**src/source/serial_dac_tx_defines.svh**
```systemverilog
`ifndef SERIAL_DAC_TX_DEFINES_SVH
`define SERIAL_DAC_TX_DEFINES_SVH

// Number of DAC lanes
`define SDT_LANES 4

// Bits per DAC word
`define SDT_WORD_BITS 24

// Width of a lane index
`define SDT_LANE_IDX_BITS 2

`endif

```
**src/source/serial_dac_tx_pkg.sv**
```systemverilog
`default_nettype none

`include "serial_dac_tx_defines.svh"

package serial_dac_tx_pkg;

    typedef enum logic {
        OP_WRITE     = 1'b0,
        OP_BROADCAST = 1'b1
    } sdt_opcode_e;

    typedef enum logic [1:0] {
        LANE_IDLE  = 2'd0,
        LANE_SHIFT = 2'd1,
        LANE_DONE  = 2'd2
    } sdt_lane_state_e;

    typedef struct packed {
        logic [`SDT_WORD_BITS-1:0] data;
    } sdt_word_t;

    // Host command with the opcode in the top bit
    typedef struct packed {
        sdt_opcode_e                   opcode;
        logic [`SDT_LANE_IDX_BITS-1:0] lane;
        sdt_word_t                     word;
    } sdt_cmd_t;

    typedef struct packed {
        logic [`SDT_LANE_IDX_BITS-1:0] lane;
        logic                          overrun;
    } sdt_done_t;

endpackage

`default_nettype wire

```
**src/source/command_dispatcher.sv**
```systemverilog
`timescale 1ns/1ps
`default_nettype none

`include "serial_dac_tx_defines.svh"

module command_dispatcher
    import serial_dac_tx_pkg::*;
(
    input  wire logic                  i_clk,
    input  wire logic                  i_rst,
    input  wire sdt_cmd_t              i_cmd,
    input  wire logic                  i_cmd_valid,
    output logic                       o_cmd_ready,
    output sdt_word_t                  o_word,
    output logic [`SDT_LANES-1:0]      o_word_valid,
    input  wire logic [`SDT_LANES-1:0] i_word_ready
);

    logic [`SDT_LANES-1:0] valid_q;
    logic [`SDT_LANES-1:0] target;
    sdt_word_t             word_q;
    logic                  cmd_take;

    // Opcode to target lanes
    always_comb begin
        target = '0;
        case (i_cmd.opcode)
            OP_BROADCAST: begin
                target = '1;
            end
            default: begin
                target[i_cmd.lane] = 1'b1;
            end
        endcase
    end

    assign cmd_take = i_cmd_valid && o_cmd_ready;

    // Each lane drops out once it has taken the word
    always_ff @(posedge i_clk) begin
        if (i_rst) begin
            valid_q <= '0;
        end else if (cmd_take) begin
            valid_q <= target;
        end else begin
            valid_q <= valid_q & ~i_word_ready;
        end
    end

    always_ff @(posedge i_clk) begin
        if (cmd_take) begin
            word_q <= i_cmd.word;
        end
    end

    // Hold register is free once no lane is still waiting
    assign o_cmd_ready  = (valid_q == '0);
    assign o_word       = word_q;
    assign o_word_valid = valid_q;

endmodule

`default_nettype wire

```
**config.mk**
```make
export PLATFORM = sky130hd
export DESIGN_NAME = command_dispatcher
export DESIGN_NICKNAME = d
export VERILOG_FILES = /design/src/source/serial_dac_tx_pkg.sv /design/src/source/command_dispatcher.sv
export VERILOG_INCLUDE_DIRS = /design/src /design/src/source
export SDC_FILE = /design/constraint.sdc
export NUM_CORES = 1
export LEC_CHECK = 0
export ABC_AREA = 1
export BUFFER_PORTS_ARGS = -buffer_cell sky130_fd_sc_hd__buf_2
export CAP_MARGIN = 20
export CORE_ASPECT_RATIO = 0.75
export CORE_MARGIN = 5
export CORE_UTILIZATION = 35
export DETAILED_ROUTE_END_ITERATION = 7
export GPL_TIMING_DRIVEN = 0
export PLACE_DENSITY = 0.71
export SETUP_SLACK_MARGIN = 0.3
export SYNTH_ARGS = -nofsm -noshare
export SYNTH_HDL_FRONTEND = slang
export SYNTH_SLANG_ARGS = --single-unit
```
**constraint.sdc**
```tcl
create_clock -name i_clk -period 1.35 [get_ports i_clk]
set_input_delay 0.2025 -clock i_clk [delete_from_list [all_inputs] [get_ports i_clk]]
set_output_delay 0.2025 -clock i_clk [all_outputs]
set_load 0.005 [all_outputs]
```
==> results_tabular.tex <==
\begin{tabular}{lr}
\hline
Metric & Value \\
\hline
\multicolumn{2}{l}{\textbf{Outcome}} \\
Status & finished clean \\
\multicolumn{2}{l}{\textbf{CTS}} \\
H-tree levels & 1 \\
Largest buffer count on any clock path & 2 \\
Clk pin slew, worst setup/hold paths & around 90 ps \\
Root Driver & sky130\_fd\_sc\_hd\_\_clkbuf\_8 \\
Num Clock Sinks & 28 \\
Clock tree from TritonCTS & yes \\
Post-CTS Hold Buffers & 0 \\
Clock latency reported for the late side of the worst-skew pair & $\sim$260 ps \\
Number of buffers created by CTS & 3 \\
\multicolumn{2}{l}{\textbf{Timing}} \\
Post-Route Hold Slack & 105 ps \\
Headroom to the max-slew limit & 87.1\% \\
Transition time at the pin with the least slew margin & 192 ps \\
Fmax & 858 MHz \\
Count of endpoints failing setup in the final report & 0 \\
Final worst setup slack & 184 ps \\
Final hold viol count & 0 \\
Largest clock skew in the final design & between 1 and 1.5 ps \\
Number of pins exceeding their max-slew limit in the final report & 0 \\
RSZ-0062 raised after global routing & true \\
Final Critical Period & 1170 ps \\
Tcrit/Tclk final & 86.4\% \\
\multicolumn{2}{l}{\textbf{Routing}} \\
Wire per inst & 12.3 µm \\
Initial DRT Pass Iterations & 4 \\
Vias post-DR & 742 \\
Number of vias per cell & 4.26 \\
Number of nets with antenna violations after detailed routing & 0 \\
\# DRC & 0 \\
Final wirelength & 2140 µm \\
Starting DRC count in detailed routing & between 40 and 50 \\
\multicolumn{2}{l}{\textbf{Logic synthesis}} \\
Post-Synthesis Cell Area & 967 µm² \\
Post-synth EDFFs & 24 \\
Yosys warning total & 0 \\
Most frequent cells after synthesis & sky130\_fd\_sc\_hd\_\_edfxtp\_1 (24), sky130\_fd\_sc\_hd\_\_nand2\_1 (13), sky130\_fd\_sc\_hd\_\_inv\_1 (10), sky130\_fd\_sc\_hd\_\_nor2\_1 (8) \\
Synth unique cells & 8 \\
Async S/R FF share, synth & 0\% \\
Net Count, Synth & 100 \\
Synthesized netlist cell count & 66 \\
Top cells by area, synth & sky130\_fd\_sc\_hd\_\_edfxtp\_1 (75\%), sky130\_fd\_sc\_hd\_\_dfxtp\_1 (8.3\%), sky130\_fd\_sc\_hd\_\_nand2\_1 (5.0\%) \\
Synthesized area divided by synthesized cell count & approximately 15 µm² \\
Sequential area share after synthesis & about 83\% \\
Post-synth top flop & sky130\_fd\_sc\_hd\_\_edfxtp\_1 \\
Proportion of netlist area held by the largest area contributor & 74.5\% \\
Most frequent cell after synthesis & sky130\_fd\_sc\_hd\_\_edfxtp\_1 \\
Cell taking the most area after synthesis & sky130\_fd\_sc\_hd\_\_edfxtp\_1 \\
Number of synthesized register bits & 28 \\
\multicolumn{2}{l}{\textbf{Global routing}} \\
Global-route wire length before repair & 3470 µm \\
Largest net degree at the start of global routing & 16 \\
Number of antenna violations at the first check in global routing & 0 \\
Number of global-route vias before repair & about 770 \\
Combined global-route utilization of all metal layers & between 10\% and 20\% \\
Total global routing overflow & 0 \\
\multicolumn{2}{l}{\textbf{Setup path}} \\
WP data required & 1150 ps \\
Data arrival at the endpoint of the critical path & 960 ps \\
Cells traversed along the worst timing path & nor2\_4, nand2\_1, inv\_1, buf\_2 \\
Highest net fanout along the worst path & 2 \\
Sort of element at the start of the critical path & register \\
Critical-path cell with the highest stage delay & sky130\_fd\_sc\_hd\_\_dfxtp\_2 \\
Largest stage delay, worst path & $\sim$340 ps \\
WS Path Type & register to output port \\
Type of element capturing the critical path & output port \\
\multicolumn{2}{l}{\textbf{Floorplan}} \\
Number of placed I/O pins & 63 \\
Starting Density & 36.9\% \\
Die height & roughly 56 µm \\
Placeable core area & 2620 µm² \\
Core Rows & 16 \\
Overall die width & 70.7 µm \\
Full die area & 3930 µm² \\
\multicolumn{2}{l}{\textbf{Finish}} \\
Area growth from synthesis to layout & 49.8\% \\
Proportion of layout cells with a drive suffix above 1 & 60.1\% \\
Number of diodes added for antenna fixing & 0 \\
Nets & approximately 170 \\
\multicolumn{2}{l}{\textbf{Power and ir drop}} \\
Total power per unit cell area & $\sim$1300 nW/µm² \\
Leakage power & between 0.0006 and 0.0007 µW \\
IR drop worst, VDD & 0.874 mV \\
\multicolumn{2}{l}{\textbf{Placed design}} \\
Placer congestion estimate & 0.722 \\
Half-perimeter wire length after placement & 1640 µm \\
IO Port Bufs & 62 \\
Pre-CTS setup slack & -64.9 ps \\
\multicolumn{2}{l}{\textbf{Worst hold path}} \\
Class of the tightest hold or removal check & input port to register \\
\multicolumn{2}{l}{\textbf{Run}} \\
MaxCap Viol Count & 0 \\
\hline
\end{tabular}
==> stage by stage <==
stage | utilization, % | area, µm² | total power [µW] | std cells | setup TNS (ps)
finish | 55.2 | 1450 | 1940 | 174 | 0
global route | 55.2 | 1450 | 2050 | 174 | 0
CTS | 54.3 | 1420 | 1950 | 173 | 0
detailed placement | 51.1 | 1340 | 1470 | 164 | -1550
global placement | 51.1 | 1340 | 1450 | 164 | -713
floorplan | - | 986 | 1280 | 66 | 0
==> report_power, final <==
| part | total, µW | internal, µW | switching, µW |
|---|---|---|---|
| registers | 1110 | 1070 | 38.3 |
| clock network | 439 | 204 | 235 |
| logic | 387 | 175 | 212 |
| total | 1940 | 1450 | 486 |
==> cell type report <==
class                      count  area (µm²)
clock inverter                 1        3.75
multi-input combinational     28         149
timing repair inverter         3        22.5
sequential                    28         806
clock buffer                   3        41.3
inverter                      10        41.3
tap                           36        45.0
timing repair buffer          65         340
fill                         237        1170
==> cell usage in the layout, fill, tap and decap left out, drive strengths merged <==
master / count
buf: 65
nand2: 13
clkinvlp: 4
o21ai: 4
dfxtp: 4
clkbuf: 3
edfxtp: 24
clkinv: 1
nand3: 1
nor2: 10
inv: 9
==> state kept, by name (all words and copies together) (netlist names) <==
| name | flops |
|---|---|
| o_word | 24 |
| o_word_valid | 4 |
==> worst max-delay path, delay by kind of cell, from the launching register on <==
family	cells	cell delay, ps
AND/OR/NAND/NOR	2	210
buffers and inverters	2	140
flip-flops	1	340
==> cells by family (layout without fill, tap and decap cells) <==
family,count (synthesis),count (layout),share of synthesized area (%)
and+or+nand+nor,24,24,11.3
AOI/OAI and AO/OA,4,4,2.07
buffers and inverters,10,82,3.88
DFF,28,28,82.8
==> metal layers <==
metal / part of all wire [%] / GRT usage [%]
met3: 12 / 6.34
met4: 0 / 0.804
met2: 49 / 18.2
met5: 0 / 0
met1: 38 / 12.6
==> repair_timing <==
item	CTS	global route
hold endpoints to repair	0	0
gates cloned	3	0
resized for setup	3	6
pin swaps	2	2
setup endpoints to repair	25	30
buffers inserted	2	1
==> path summary, 6_finish.rpt <==
kind                              start                    endpoint  slack (ps)  cells after the start
max          o_word_valid[0]$_SDFF_PP0_                 o_cmd_ready         180                      4
min                           i_cmd[13]        o_word[13]$_DFFE_PP_         110                      1
max reg2reg  o_word_valid[0]$_SDFF_PP0_        o_word[12]$_DFFE_PP_         210                      3
min reg2reg  o_word_valid[1]$_SDFF_PP0_  o_word_valid[1]$_SDFF_PP0_         580                      4
Note: power is estimated with default switching activity, not from simulation.
