## src/source/serial_dac_tx_defines.svh

```systemverilog
`ifndef SERIAL_DAC_TX_DEFINES_SVH
`define SERIAL_DAC_TX_DEFINES_SVH

// Number of DAC lanes
`define SDT_LANES 4

// Bits per DAC word
`define SDT_WORD_BITS 24

// Width of a lane index
`define SDT_LANE_IDX_BITS 2

`endif

```

## src/source/serial_dac_tx_pkg.sv

```systemverilog
`default_nettype none

`include "serial_dac_tx_defines.svh"

package serial_dac_tx_pkg;

    typedef enum logic {
        OP_WRITE     = 1'b0,
        OP_BROADCAST = 1'b1
    } sdt_opcode_e;

    typedef enum logic [1:0] {
        LANE_IDLE  = 2'd0,
        LANE_SHIFT = 2'd1,
        LANE_DONE  = 2'd2
    } sdt_lane_state_e;

    typedef struct packed {
        logic [`SDT_WORD_BITS-1:0] data;
    } sdt_word_t;

    // Host command with the opcode in the top bit
    typedef struct packed {
        sdt_opcode_e                   opcode;
        logic [`SDT_LANE_IDX_BITS-1:0] lane;
        sdt_word_t                     word;
    } sdt_cmd_t;

    typedef struct packed {
        logic [`SDT_LANE_IDX_BITS-1:0] lane;
        logic                          overrun;
    } sdt_done_t;

endpackage

`default_nettype wire

```

## src/source/lane_serializer.sv

```systemverilog
`timescale 1ns/1ps
`default_nettype none

`include "serial_dac_tx_defines.svh"

module lane_serializer
    import serial_dac_tx_pkg::*;
(
    input  wire logic      i_clk,
    input  wire logic      i_rst,
    input  wire logic      i_bit_en,
    input  wire sdt_word_t i_word,
    input  wire logic      i_word_valid,
    output logic           o_word_ready,
    output logic           o_dout,
    output logic           o_dout_valid,
    input  wire logic      i_link_ready,
    output logic           o_done
);

    localparam int CNT_BITS = $clog2(`SDT_WORD_BITS);
    localparam logic [CNT_BITS-1:0] LAST_BIT = CNT_BITS'(`SDT_WORD_BITS - 1);

    sdt_lane_state_e           state_q;
    sdt_lane_state_e           state_d;
    logic [`SDT_WORD_BITS-1:0] shift_q;
    logic [CNT_BITS-1:0]       count_q;
    logic                      word_take;
    logic                      bit_take;

    assign word_take = i_word_valid && (state_q == LANE_IDLE);

    // A bit leaves only when enabled and the link takes it
    assign bit_take = i_bit_en && i_link_ready && (state_q == LANE_SHIFT);

    always_comb begin
        state_d = state_q;
        case (state_q)
            LANE_IDLE: begin
                if (word_take) begin
                    state_d = LANE_SHIFT;
                end
            end
            LANE_SHIFT: begin
                if (bit_take && (count_q == LAST_BIT)) begin
                    state_d = LANE_DONE;
                end
            end
            LANE_DONE: begin
                state_d = LANE_IDLE;
            end
            default: begin
                state_d = LANE_IDLE;
            end
        endcase
    end

    always_ff @(posedge i_clk) begin
        if (i_rst) begin
            state_q <= LANE_IDLE;
        end else begin
            state_q <= state_d;
        end
    end

    // Bits sent so far in this word
    always_ff @(posedge i_clk) begin
        if (i_rst) begin
            count_q <= '0;
        end else if (word_take) begin
            count_q <= '0;
        end else if (bit_take) begin
            count_q <= count_q + 1'b1;
        end
    end

    // Shift right to send the LSB first
    always_ff @(posedge i_clk) begin
        if (word_take) begin
            shift_q <= i_word.data;
        end else if (bit_take) begin
            shift_q <= {1'b0, shift_q[`SDT_WORD_BITS-1:1]};
        end
    end

    assign o_word_ready = (state_q == LANE_IDLE);
    assign o_dout       = shift_q[0];
    assign o_dout_valid = (state_q == LANE_SHIFT);
    assign o_done       = (state_q == LANE_DONE);

endmodule

`default_nettype wire

```

## config.mk

```make
export PLATFORM = sky130hd
export DESIGN_NAME = lane_serializer
export DESIGN_NICKNAME = d
export VERILOG_FILES = /design/src/source/serial_dac_tx_pkg.sv /design/src/source/lane_serializer.sv
export VERILOG_INCLUDE_DIRS = /design/src /design/src/source
export SDC_FILE = /design/constraint.sdc
export NUM_CORES = 1
export LEC_CHECK = 0
export CAP_MARGIN = 20
export CORE_MARGIN = 2
export CORE_UTILIZATION = 54
export DETAILED_ROUTE_END_ITERATION = 12
export DONT_BUFFER_PORTS = 1
export MAX_ROUTING_LAYER = met4
export PLACE_DENSITY = 0.76
export SYNTH_ARGS = -nofsm -noshare
export SYNTH_HDL_FRONTEND = slang
export SYNTH_SLANG_ARGS = --single-unit
```

## constraint.sdc

```tcl
create_clock -name i_clk -period 1.6 [get_ports i_clk]
set_input_delay 0.24 -clock i_clk [delete_from_list [all_inputs] [get_ports i_clk]]
set_output_delay 0.24 -clock i_clk [all_outputs]
set_load 0.05 [all_outputs]
```

==> summary by stage <==
Die
From bottom edge to top edge, the die measures 53.8 microns. The floorplan step set the die width to 53.8 microns. The count of standard-cell rows is 18.

The total I/O pin count is 33. The die covers 2890 sq um. Once the floorplan was initialized, standard cells occupied 55.6% of the core. The total core area is 2410 sq um.

Worst setup path
The maximum net fanout on the critical path is 5. The required time reported for the critical path endpoint is 1360 ps. In this design, the stage delay of the slowest critical-path cell is 480 ps. Traced cell by cell, the critical path runs through and2b_1. The kind of launch point of the worst setup path is a flip-flop. Counting both buffers and inverters, the worst setup path holds a total of 0.

The family with the most delay on the worst path is flip-flops. The worst setup path is of the reg -> out kind. The worst endpoint data arrival time is 1250 ps. For this design, the slowest cell found on the critical path is sky130_fd_sc_hd__dfxtp_1. The worst setup path is captured at a primary output.

Finish
The most frequent standard cell in the layout excluding fill and tap cells is sky130_fd_sc_hd__edfxtp_1. The filler cell count in the final layout is 191. Of the cells placed in the final design, the portion with a size suffix greater than 1 is 39.4%.

The growth of design area from synthesis to finish is 13.1%. The repair_antennas step left the layout with diodes totalling 0. The sequential cell area is 861 sq um.

The final cell count without fillers is 129. In the layout the commonest cells are 24 x sky130_fd_sc_hd__edfxtp_1, 23 x sky130_fd_sc_hd__mux2_2, 7 x sky130_fd_sc_hd__dfxtp_1. The number of nets in the final layout is 128. The post-route cell area is 1510 sq um.

In the final layout, the multi-input gates occupy 463 sq um. The final cell utilization of the core is 62.8%.

GRT
The first global-routing pass estimated 3.02 mm of wire. The via count of the first global-routing pass came to 687. The number of antenna violations at the first check in global routing was 0.

The all-layer global routing usage is 15.9%. The overflow left after global routing is 0. The maximum number of pins on one net before global-route repair is 26.

Placement
The number of placed instances with taps included is 120. The quantity of I/O buffers inserted on ports is 0. The pre-CTS worst setup slack is 151 ps.

The half-perimeter wire length after placement is 1.38 mm. Routability-driven placement finished with a final weighted congestion of 0.721. In this run the cell area measured after placement is 1430 sq um.

Yosys
The synthesized design devotes to its leading area cell type 53.8% of total area. For this run, the leading register cell type out of synthesis is sky130_fd_sc_hd__edfxtp_1. Yosys printed 0 warnings. The number of library cell types mapped by synthesis is 22. Summing the sequential cell areas from Yosys gives 64.3% of the chip area. Yosys mapped a number of flops with a built-in enable equal to 24. Synthesis handed over a netlist of 88 instances. Counting flops and latches in the post-synthesis netlist gives 31. The synthesized netlist occupies a cell area of 1340 sq um. The number of nets in the synthesized netlist is 118. The biggest area consumer among synthesized cells is sky130_fd_sc_hd__edfxtp_1. Each instance of the synthesized netlist takes up on average 15.2 sq um. After synthesis, the cell types taking the most area are sky130_fd_sc_hd__edfxtp_1 54%, sky130_fd_sc_hd__mux2_2 19%, sky130_fd_sc_hd__dfxtp_1 10%, sky130_fd_sc_hd__buf_6 1.7%, sky130_fd_sc_hd__a21oi_1 1.5%. The share of synthesized flip-flops with an asynchronous set or reset is 0%.

Min path
The path class of the tightest hold or removal check is in -> reg.

Clocking
The later pin in the worst-skew pair is clocked with a latency of 320 ps. Counting along the longest clock path gives a buffer depth of 2. The clock-pin slew on the worst setup and hold paths is 90 ps. Buffers inserted to repair hold after CTS numbered 1. The count of clock tree sinks is 31. The post-cts sizing count is 0. Buffers inserted during clock tree synthesis total 5. The library cell used as clock root buffer is sky130_fd_sc_hd__clkbuf_4. The TritonCTS clock tree is built.

The H-tree level count is 2. Once the clock tree was built, the setup fixing pass inserted 0 buffers.

Drt
The count of nets left with antenna violations after detail routing is 0. The per-cell routed wire length is 15.2 microns. The detailed router placed 728 vias in this run. The first detailed-routing pass took 4 iterations. For this block, the initial DRC count from the detailed router was 20. In the routed layout, each cell is associated on average with a via count of 5.64. In the routed design, unresolved DRC markers number 0. The total wirelength of the detailed-routed design is 1.96 mm.

Timing
Final hold analysis gives a worst-case slack of 113 ps. Across the routed clock network, the largest skew measured is 11.6 ps. The final number of hold-violating endpoints is 0. The number of slew-limit violations in the final report is 0. Across all setup checks in the final design, the least slack found is 107 ps. The smallest clock period supported by the final layout is computed as 1490 ps. For this run, the top clock speed supported by timing is 670 MHz. After layout, the worst path uses 93.3% of the clock period. The setup TNS is 0 ps.

The remaining max-slew budget at the tightest pin is 69.7%. At the pin with the least slew margin, the transition time is 456 ps. The final setup violation count is 0. Setup repair after global routing left no endpoint under its margin.

Run status
The flow ran to the end, and the final reports show no timing, DRC or antenna violations.

Pwr
For this design the static power due to leakage is 0.532 nW. The final total power is 1.74 mW. Power spread over the standard cell area amounts to 1150 nW/um^2. Across the VDD grid, the largest voltage drop is 0.731 mV.

Run
The number of max-cap violations is 0.
==> synth_stat cells (2+ instances only) <==
library cell,count
sky130_fd_sc_hd__buf_6,2
sky130_fd_sc_hd__nand3_1,2
sky130_fd_sc_hd__a21oi_1,4
sky130_fd_sc_hd__mux2_2,23
sky130_fd_sc_hd__or3_1,3
sky130_fd_sc_hd__o21ai_0,4
sky130_fd_sc_hd__nor2_1,4
sky130_fd_sc_hd__nand4b_1,2
sky130_fd_sc_hd__dfxtp_1,7
sky130_fd_sc_hd__edfxtp_1,24
sky130_fd_sc_hd__nand2_1,2
==> cell families (layout without fill, tap and decap cells) <==
family / count (synthesis) / in the layout / synth area share, %
DFF: 31 / 31 / 64.3
muxes: 24 / 24 / 20.1
and+or+nand+nor: 19 / 19 / 8.69
AOI/OAI and AO/OA: 8 / 8 / 2.99
buffers and inverters: 4 / 15 / 2.34
adders and majority gates: 1 / 1 / 0.934
xor gates and xnor gates: 1 / 1 / 0.654
==> flip-flops by register name, indices dropped and copies added (netlist names) <==
register / flops
state_q: 2
shift_q: 24
count_q: 5
==> power by group <==
part	switching, mW	leakage, nW	internal [mW]
Sequential	0.0278	0.289	0.953
Clock	0.253	0.0426	0.321
Combinational	0.0851	0.201	0.0990
==> area by class of cell <==
type / count / share of cell area [%]
multi-input cells: 53 / 30.6
repair buffers: 6 / 4.79
clock buffers: 5 / 2.48
flip-flops and latches: 31 / 56.9
inverters: 1 / 0.248
well taps: 30 / 2.48
clock inverters: 3 / 2.56
==> per-layer routing <==
metal | global-route usage [%] | vias to the layer above | routed length (microns)
met5 | - | - | 0
met4 | 8.97 | 0 | 36
met3 | 6.11 | 5 | 144
met2 | 25.2 | 24 | 958
met1 | 17.0 | 346 | 819
li1 | - | 353 | -
==> worst paths after layout <==
check | start | end | slack (ps) | cells after the start
setup / recovery | state_q[1] | o_done | 110 | 1
hold / removal | i_rst | state_q[1] | 110 | 1
setup reg to reg | state_q[0] | shift_q[6] | 160 | 3
hold reg to reg | count_q[3] | count_q[3] | 510 | 2
Note: power is estimated with default switching activity, not from simulation.
